===== config.mk =====
export PLATFORM = sky130hd
export DESIGN_NAME = penalty_top
export DESIGN_NICKNAME = d
export VERILOG_FILES = /design/src/verilog/game_pkg.sv /design/src/verilog/game_flow.sv /design/src/verilog/penalty_round.sv /design/src/verilog/score_control.sv /design/src/verilog/penalty_top.sv
export SDC_FILE = /design/constraint.sdc
export NUM_CORES = 1
export LEC_CHECK = 0
export BUFFER_PORTS_ARGS = -buffer_cell sky130_fd_sc_hd__clkbuf_2
export CAP_MARGIN = 10
export CELL_PAD_IN_SITES_DETAIL_PLACEMENT = 1
export CELL_PAD_IN_SITES_GLOBAL_PLACEMENT = 1
export CORE_MARGIN = 5
export CORE_UTILIZATION = 42
export DETAILED_ROUTE_END_ITERATION = 10
export GPL_TIMING_DRIVEN = 0
export PLACE_DENSITY = 0.81
export SYNTH_ARGS = -nofsm -noshare
export SYNTH_HDL_FRONTEND = slang
export SYNTH_SLANG_ARGS = --single-unit

===== constraint.sdc =====
create_clock -name clk -period 3.5 [get_ports clk]
set_input_delay 0.35 -clock clk [delete_from_list [all_inputs] [get_ports clk]]
set_output_delay 0.35 -clock clk [all_outputs]
set_load 0.005 [all_outputs]

===== src/verilog/game_pkg.sv =====
// shared enums and constants for the penalty game, referenced by scoped names
`default_nettype none

package game_pkg;

    // phase of the match, driven by game_flow
    typedef enum logic [1:0] {
        IDLE    = 2'b00,    // waiting for start
        SHOOTER = 2'b01,    // player kicks
        KEEPER  = 2'b10,    // player dives
        OVER    = 2'b11     // match decided, scores frozen
    } g_state;

    // play mode
    typedef enum logic {
        SOLO  = 1'b0,   // against the lfsr opponent
        MULTI = 1'b1    // board to board, scores held at zero
    } g_mode;

    // shot or dive direction
    typedef enum logic [1:0] {
        LEFT   = 2'b00,
        CENTER = 2'b01,
        RIGHT  = 2'b10,
        WIDE   = 2'b11  // off target, or a dive that covers nothing
    } kick_dir;

    // score counter width
    localparam int SCORE_W = 3;

    // first side to reach this wins
    localparam logic [SCORE_W-1:0] WIN_SCORE = 3'd5;

    // fixed tag in the low bits of the link word
    localparam logic [2:0] LINK_TAG = 3'b111;

    // opponent generator start value, must not be zero
    localparam logic [7:0] LFSR_SEED = 8'hA5;

endpackage

`default_nettype wire


===== src/verilog/game_flow.sv =====
// match phase FSM, starts a solo match and alternates shooter and keeper roles
`default_nettype none

module game_flow (
    input  logic             clk,
    input  logic             rst,
    input  game_pkg::g_mode  game_mode,
    input  logic             start,
    input  logic             round_done_sh,
    input  logic             round_done_gk,
    input  logic             match_end,
    output game_pkg::g_state game_state
);

    game_pkg::g_state state_nxt;

    always_ff @(posedge clk) begin
        if (rst) begin
            game_state <= game_pkg::IDLE;
        end else begin
            game_state <= state_nxt;
        end
    end

    // next phase
    always_comb begin
        state_nxt = game_state;    // hold by default

        case (game_state)
            game_pkg::IDLE: begin
                // multi mode has no local opponent, so start does nothing there
                if (start && (game_mode == game_pkg::SOLO)) begin
                    state_nxt = game_pkg::SHOOTER;
                end
            end

            game_pkg::SHOOTER: begin
                if (match_end) begin
                    state_nxt = game_pkg::OVER;    // end wins over a role change
                end else if (round_done_sh) begin
                    state_nxt = game_pkg::KEEPER;
                end
            end

            game_pkg::KEEPER: begin
                if (match_end) begin
                    state_nxt = game_pkg::OVER;
                end else if (round_done_gk) begin
                    state_nxt = game_pkg::SHOOTER;
                end
            end

            game_pkg::OVER: begin
                if (start) begin
                    state_nxt = game_pkg::IDLE;    // back to idle, scores clear there
                end
            end

            default: begin
                state_nxt = game_pkg::IDLE;
            end
        endcase
    end

endmodule

`default_nettype wire


===== src/verilog/penalty_round.sv =====
// opponent direction generator and kick judge, emits round pulses and goal flags
`default_nettype none

module penalty_round (
    input  logic              clk,
    input  logic              rst,
    input  game_pkg::g_state  game_state,
    input  logic              kick,
    input  game_pkg::kick_dir player_dir,
    output game_pkg::kick_dir enemy_dir,
    output logic              round_done_sh,
    output logic              is_scored_sh,
    output logic              round_done_gk,
    output logic              is_scored_gk,
    output logic              is_scored
);

    logic [7:0] lfsr;
    logic       lfsr_fb;
    logic [1:0] lock_cnt;      // cycles left while a result is pending
    logic       in_play;
    logic       accept;
    logic       goal_sh;
    logic       goal_gk;

    // x^8 + x^6 + x^5 + x^4 + 1, maximal length
    assign lfsr_fb = lfsr[7] ^ lfsr[5] ^ lfsr[4] ^ lfsr[3];

    // value mod 3 never yields WIDE
    assign enemy_dir = game_pkg::kick_dir'(lfsr % 8'd3);

    assign in_play = (game_state == game_pkg::SHOOTER) || (game_state == game_pkg::KEEPER);
    assign accept  = kick && in_play && (lock_cnt == 2'd0);

    // shot scores if on target and away from the keeper
    assign goal_sh = (player_dir != game_pkg::WIDE) && (player_dir != enemy_dir);
    // opponent scores unless the dive matches
    assign goal_gk = (player_dir != enemy_dir);

    always_ff @(posedge clk) begin
        if (rst) begin
            lfsr          <= game_pkg::LFSR_SEED;
            lock_cnt      <= 2'd0;
            round_done_sh <= 1'b0;
            is_scored_sh  <= 1'b0;
            round_done_gk <= 1'b0;
            is_scored_gk  <= 1'b0;
            is_scored     <= 1'b0;
        end else begin
            // one-cycle pulses by default
            round_done_sh <= 1'b0;
            is_scored_sh  <= 1'b0;
            round_done_gk <= 1'b0;
            is_scored_gk  <= 1'b0;

            if (accept) begin
                lfsr     <= {lfsr[6:0], lfsr_fb};  // new opponent choice
                lock_cnt <= 2'd2;
                if (game_state == game_pkg::SHOOTER) begin
                    round_done_sh <= 1'b1;
                    is_scored_sh  <= goal_sh;
                    is_scored     <= goal_sh;
                end else begin
                    round_done_gk <= 1'b1;
                    is_scored_gk  <= goal_gk;
                    is_scored     <= goal_gk;
                end
            end else if (lock_cnt != 2'd0) begin
                lock_cnt <= lock_cnt - 2'd1;
            end

            if (game_state == game_pkg::IDLE) begin
                is_scored <= 1'b0;    // fresh match starts with no goal shown
            end
        end
    end

endmodule

`default_nettype wire


===== src/verilog/score_control.sv =====
// goal counters, match end and result, and the eight-bit score word for the link
`default_nettype none

module score_control (
    input  logic                          clk,
    input  logic                          rst,
    input  game_pkg::g_state              game_state,
    input  logic                          is_scored_gk,
    input  logic                          is_scored_sh,
    input  logic                          round_done_gk,
    input  logic                          round_done_sh,
    input  logic                          is_scored,
    input  game_pkg::g_mode               game_mode,
    input  logic                          player_output,   // link identity bit
    output logic                          match_end,       // a side reached the win score
    output logic                          match_result,    // 1 = player won
    output logic [game_pkg::SCORE_W-1:0]  score_player,
    output logic [game_pkg::SCORE_W-1:0]  score_enemy,
    output logic [7:0]                    data_to_transmit
);

    logic [game_pkg::SCORE_W-1:0] score_player_nxt;
    logic [game_pkg::SCORE_W-1:0] score_enemy_nxt;
    logic                         match_end_nxt;
    logic                         match_result_nxt;
    logic [7:0]                   data_to_transmit_nxt;

    always_ff @(posedge clk) begin
        if (rst) begin
            score_player <= '0;
            score_enemy  <= '0;
            match_end    <= 1'b0;
            match_result <= 1'b0;
        end else begin
            score_player <= score_player_nxt;
            score_enemy  <= score_enemy_nxt;
            match_end    <= match_end_nxt;
            match_result <= match_result_nxt;
        end
    end

    always_ff @(posedge clk) begin
        if (rst) begin
            data_to_transmit <= 8'h00;
        end else begin
            data_to_transmit <= data_to_transmit_nxt;
        end
    end

    // identity, last goal, own score, tag
    assign data_to_transmit_nxt = {player_output, is_scored, score_player, game_pkg::LINK_TAG};

    // goal counting
    always_comb begin
        score_player_nxt = score_player;
        score_enemy_nxt  = score_enemy;

        if (game_mode == game_pkg::MULTI) begin
            score_player_nxt = '0;    // remote board keeps the count
            score_enemy_nxt  = '0;
        end else begin
            case (game_state)
                game_pkg::IDLE: begin
                    score_player_nxt = '0;
                    score_enemy_nxt  = '0;
                end

                game_pkg::SHOOTER: begin
                    if (round_done_sh && is_scored_sh) begin
                        score_player_nxt = score_player + 1'b1;
                    end
                end

                game_pkg::KEEPER: begin
                    if (round_done_gk && is_scored_gk) begin
                        score_enemy_nxt = score_enemy + 1'b1;
                    end
                end

                default: begin
                    // over, scores stay frozen for display
                end
            endcase
        end
    end

    // match decision from the registered scores, lands one cycle after the count
    always_comb begin
        match_end_nxt    = 1'b0;
        match_result_nxt = 1'b0;

        if (game_mode == game_pkg::SOLO) begin
            if (score_player == game_pkg::WIN_SCORE) begin
                match_end_nxt    = 1'b1;
                match_result_nxt = 1'b1;
            end else if (score_enemy == game_pkg::WIN_SCORE) begin
                match_end_nxt    = 1'b1;
                match_result_nxt = 1'b0;    // lost
            end
        end
    end

endmodule

`default_nettype wire


===== src/verilog/penalty_top.sv =====
// top of the penalty game core, ties the flow, round judge and score blocks together
`default_nettype none

module penalty_top (
    input  logic                          clk,
    input  logic                          rst,
    input  game_pkg::g_mode               game_mode,
    input  logic                          start,
    input  logic                          kick,
    input  game_pkg::kick_dir             player_dir,      // valid with kick
    input  logic                          player_output,
    output game_pkg::g_state              game_state,
    output game_pkg::kick_dir             enemy_dir,
    output logic [game_pkg::SCORE_W-1:0]  score_player,
    output logic [game_pkg::SCORE_W-1:0]  score_enemy,
    output logic                          match_end,
    output logic                          match_result,
    output logic [7:0]                    data_to_transmit
);

    // round results into flow and score
    logic round_done_sh;
    logic is_scored_sh;
    logic round_done_gk;
    logic is_scored_gk;
    logic is_scored;

    game_flow u_game_flow (
        .clk           (clk),
        .rst           (rst),
        .game_mode     (game_mode),
        .start         (start),
        .round_done_sh (round_done_sh),
        .round_done_gk (round_done_gk),
        .match_end     (match_end),
        .game_state    (game_state)
    );

    penalty_round u_penalty_round (
        .clk           (clk),
        .rst           (rst),
        .game_state    (game_state),
        .kick          (kick),
        .player_dir    (player_dir),
        .enemy_dir     (enemy_dir),
        .round_done_sh (round_done_sh),
        .is_scored_sh  (is_scored_sh),
        .round_done_gk (round_done_gk),
        .is_scored_gk  (is_scored_gk),
        .is_scored     (is_scored)
    );

    score_control u_score_control (
        .clk              (clk),
        .rst              (rst),
        .game_state       (game_state),
        .is_scored_gk     (is_scored_gk),
        .is_scored_sh     (is_scored_sh),
        .round_done_gk    (round_done_gk),
        .round_done_sh    (round_done_sh),
        .is_scored        (is_scored),
        .game_mode        (game_mode),
        .player_output    (player_output),
        .match_end        (match_end),
        .match_result     (match_result),
        .score_player     (score_player),
        .score_enemy      (score_enemy),
        .data_to_transmit (data_to_transmit)
    );

endmodule

`default_nettype wire


==> results by group <==
STA
  • Hold Vio Cnt, Final: 0
  • Setup_tns: 0 ns
  • Final setup margin: 0.0827 ns
  • Period utilization: 0.976
  • Fmax: slightly below 0.3 GHz
  • Worst Tran Pin Value: approximately 0.56 ns
  • Tmin final: 3.42 ns
  • Clk_skew: around 0.0064 ns
  • Relative slew slack: 0.624
  • Final setup fails: 0
  • Final Max Tran Viols: 0

Final layout
  • Commonest non-fill, non-tap cell in the layout: dfxtp_1
  • Share of cells above drive strength 1: 0.320
  • Synth-to-layout area growth: 24.6%
  • Filler cells: 479
  • Antenna diodes: 0
  • Commonest cells after routing, fill and taps aside: 28 x dfxtp_1, 27 x clkbuf_2, 22 x nand2_1, 16 x a21oi_1, 12 x nor2_1
  • Post-route cell area: about 0.0022 sq mm
  • Fin nets: ~260

Synthesis
  • Area leader, netlist: dfxtp_1
  • Yosys reg bits: 31
  • Compound-Gate Fraction of Synth Area: 0.186
  • Cell variety after synth: 52
  • Synthesis warning total: 0
  • Top FF cell, synth: dfxtp_1
  • Sequential fraction of the synthesis area: 0.357
  • Main combinational cell family by area after synthesis: simple AND/OR/NAND/NOR gates
  • Post-Synth XOR/XNOR Area: 0.0453
  • Net count after synthesis: roughly 220
  • Post-synthesis mux area share: 0.0129
  • Simple logic cell fraction of the synthesized area: 0.258
  • Ys async rst share: 0
  • Dominant cells by area after synthesis: dfxtp_1 36%, ha_1 7.2%, nand2_1 4.7%
  • Top cell type's share of synthesized area: 0.357
  • Mapped Area: between 0.0015 and 0.002 sq mm
  • Syn avg cell area: 8.70 sq um
  • Number of flops mapped to enable cells by yosys: 0
  • Post-Synth Adder-Cell Area: 0.0719
  • Cells after Synth: 200

Power
  • LEAKAGE: slightly above 0.9 nW
  • Logic gate share of total power: 0.607
  • Sequential Power Share: 0.243
  • Internal power: around 1.1 mW
  • Worst IR drop on VDD: ~0.65 mV
  • Psw: around 760 uW
  • Pwr Density: around 870 mW/mm^2
  • Clock share of power: 0.150
  • Sw Share: 0.404

CTS
  • TritonCTS Buffers: 5
  • Clk sinks: 31
  • Hold_buf cts: 0
  • CTS tree: built
  • Reg clk slew, reported paths: approximately 0.06 ns
  • Clock Latency Late Sink: just under 0.3 ns
  • Root Buffer: clkbuf_8
  • H-tree depth: 2
  • Max clock buf depth: 2

Placed design
  • Hpwl dp: 3190 um
  • GPL Wtd Cong: ~0.74
  • Setup WS pre-CTS: about 0.20 ns
  • Area after DPL: 0.00194 sq mm
  • PortBufs: 27

Routing
  • Via count: between 1500 and 2000
  • DRT Wirelength: ~4600 um
  • Via/cell ratio: around 5.4
  • Routed len/inst: 15.8 um
  • Starting DRC count in detailed routing: between 80 and 90
  • ANT nets after route: 0
  • DRC: 0
  • First-pass iteration count of the detailed router: 4

Global routing
  • GR Overflow Total: 0
  • Vias in the first global route: between 1500 and 2000
  • Gr usage total: 0.173
  • Initial antenna violation count: 0
  • First-pass GRT wire length: between 7000 and 8000 um
  • Largest net degree at the start of global routing: 11

Worst hold path
  • Worst Hold Depth: 2
  • Hold crit path type: in2reg

Floorplan
  • Core box area: about 0.004 sq mm
  • DIE AREA: between 0.005 and 0.006 sq mm
  • Initial core utilization: 0.435
  • Die height: between 70 and 80 um
  • Num rows: 23
  • Num ports: 28
  • Die Wd: around 74 um

Setup path
  • End of the critical path: enemy_dir[1]
  • Crit path required time: between 3 and 4 ns
  • Worst setup EP type: output port
  • Worst setup SP type: flip-flop
  • WS Path Type: reg2out
  • Critical Path AT: 3.07 ns
  • CP max FO: 10
  • Worst r2r dst: u_penalty_round.is_scored
  • FF-to-FF setup slack: about 0.31 ns
  • R2R cell count: 14
  • Crit. Startpoint: u_penalty_round.lfsr[2]
  • Worst r2r src: u_penalty_round.lfsr[2]

Status
  • Run status: completed

Flow run
  • Max-Cap Viols: 0
[through the flow]
stage	utilization	cells	hold slack (ns)	power, mW
2_1_floorplan	-	200	0.421	1.16
3_3_place_gp	0.484	277	0.437	1.35
3_5_place_dp	0.484	277	0.443	1.37
4_1_cts	0.511	285	0.283	1.70
5_1_grt	0.542	291	0.291	2.03
6_report	0.542	291	0.285	1.89
[worst min path at each step]
stage,endpoint,startpoint
after floorplan,u_penalty_round.lock_cnt[0],u_penalty_round.lock_cnt[0]
after global placement,u_penalty_round.lock_cnt[0],u_penalty_round.lock_cnt[0]
after detailed placement,u_penalty_round.lock_cnt[0],u_penalty_round.lock_cnt[0]
after CTS,u_score_control.data_to_transmit[7],player_output
after global routing,u_score_control.data_to_transmit[7],player_output
final,u_score_control.data_to_transmit[7],player_output
[worst max-delay path, stage by stage (launching register included)]
cell and delay, ns:
dfxtp_4 0.36, buf_6 0.14, and3b_2 0.22, o31ai_4 0.25
o22ai_2 0.12, or2_4 0.30, ha_4 0.18, inv_1 0.05
a31oi_1 0.07, a41o_1 0.26, ha_1 0.20, inv_2 0.08
and2_4 0.15, mux2_4 0.29, clkbuf_2 0.11
[cell usage after synthesis, types with 2 or more instances]
| library cell | number |
|---|---|
| nand4b_1 | 2 |
| buf_6 | 2 |
| xnor2_1 | 8 |
| a21oi_1 | 16 |
| inv_1 | 12 |
| nor2_1 | 12 |
| nand3_1 | 7 |
| nand2_1 | 22 |
| buf_2 | 3 |
| clkbuf_1 | 4 |
| nor3b_1 | 4 |
| and3b_1 | 2 |
| a211oi_1 | 2 |
| a31oi_1 | 3 |
| o211ai_1 | 2 |
| buf_4 | 3 |
| o21ai_0 | 3 |
| nand2b_1 | 4 |
| nor2b_1 | 7 |
| and3_1 | 5 |
| ha_1 | 10 |
| nand4_1 | 2 |
| a31o_2 | 2 |
| or2_2 | 3 |
| nor3_1 | 2 |
| dfxtp_1 | 31 |
| o31ai_1 | 2 |
[cell type report]
class | instances | area [sq um] | share of cell area
multi-input cells | 145 | 1060 | 0.491
flip-flops and latches | 31 | 627 | 0.289
repair buffers | 35 | 195 | 0.0901
clock buffers | 6 | 82.6 | 0.0381
plain buffers | 11 | 82.6 | 0.0381
well taps | 50 | 62.6 | 0.0289
inverters | 12 | 48.8 | 0.0225
clock inverters | 1 | 5.00 | 0.00231
[cell families (layout without fill, tap and decap cells)]
group / after synthesis / in the layout
mux: 2 / 2
xor+xnor: 9 / 9
simple gates: 80 / 80
compound gates: 44 / 44
buf+inv: 24 / 65
flops: 31 / 31
fa+ha+maj: 10 / 10
[power by group through the flow]
stage	Combinational (mW)	Sequential, mW	Clock (mW)
after global placement	0.896	0.454	0
after global routing	1.25	0.468	0.311
after detailed placement	0.919	0.456	0
after floorplan	0.715	0.445	0
after CTS	0.957	0.450	0.290
final	1.15	0.460	0.284
[what timing repair did]
action / CTS / global route
setup buffers: 1 / 7
resized for setup: 4 / 20
setup endpoints to repair: 1 / 2
pin swaps: 1 / 3
gates cloned: 0 / 0
[routing by layer]
metal	share of wire	vias to the layer above	track usage
met4	0.011	0	0.0474
met2	0.49	29	0.281
met3	0.047	7	0.0554
met1	0.45	765	0.221
met5	0	-	0
li1	-	782	-
[state kept, by name, summed over array words and instances (netlist names)]
register / cells
u_score_control.score_player: 3
u_score_control.data_to_transmit: 6
u_score_control.score_enemy: 3
u_penalty_round.is_scored_gk: 1
u_penalty_round.lfsr: 8
u_penalty_round.is_scored: 1
u_penalty_round.lock_cnt: 2
u_penalty_round.round_done_gk: 1
u_score_control.match_result: 1
u_score_control.match_end: 1
u_penalty_round.round_done_sh: 1
u_penalty_round.is_scored_sh: 1
u_game_flow.game_state: 2
Note: power is estimated with default switching activity, not from simulation.
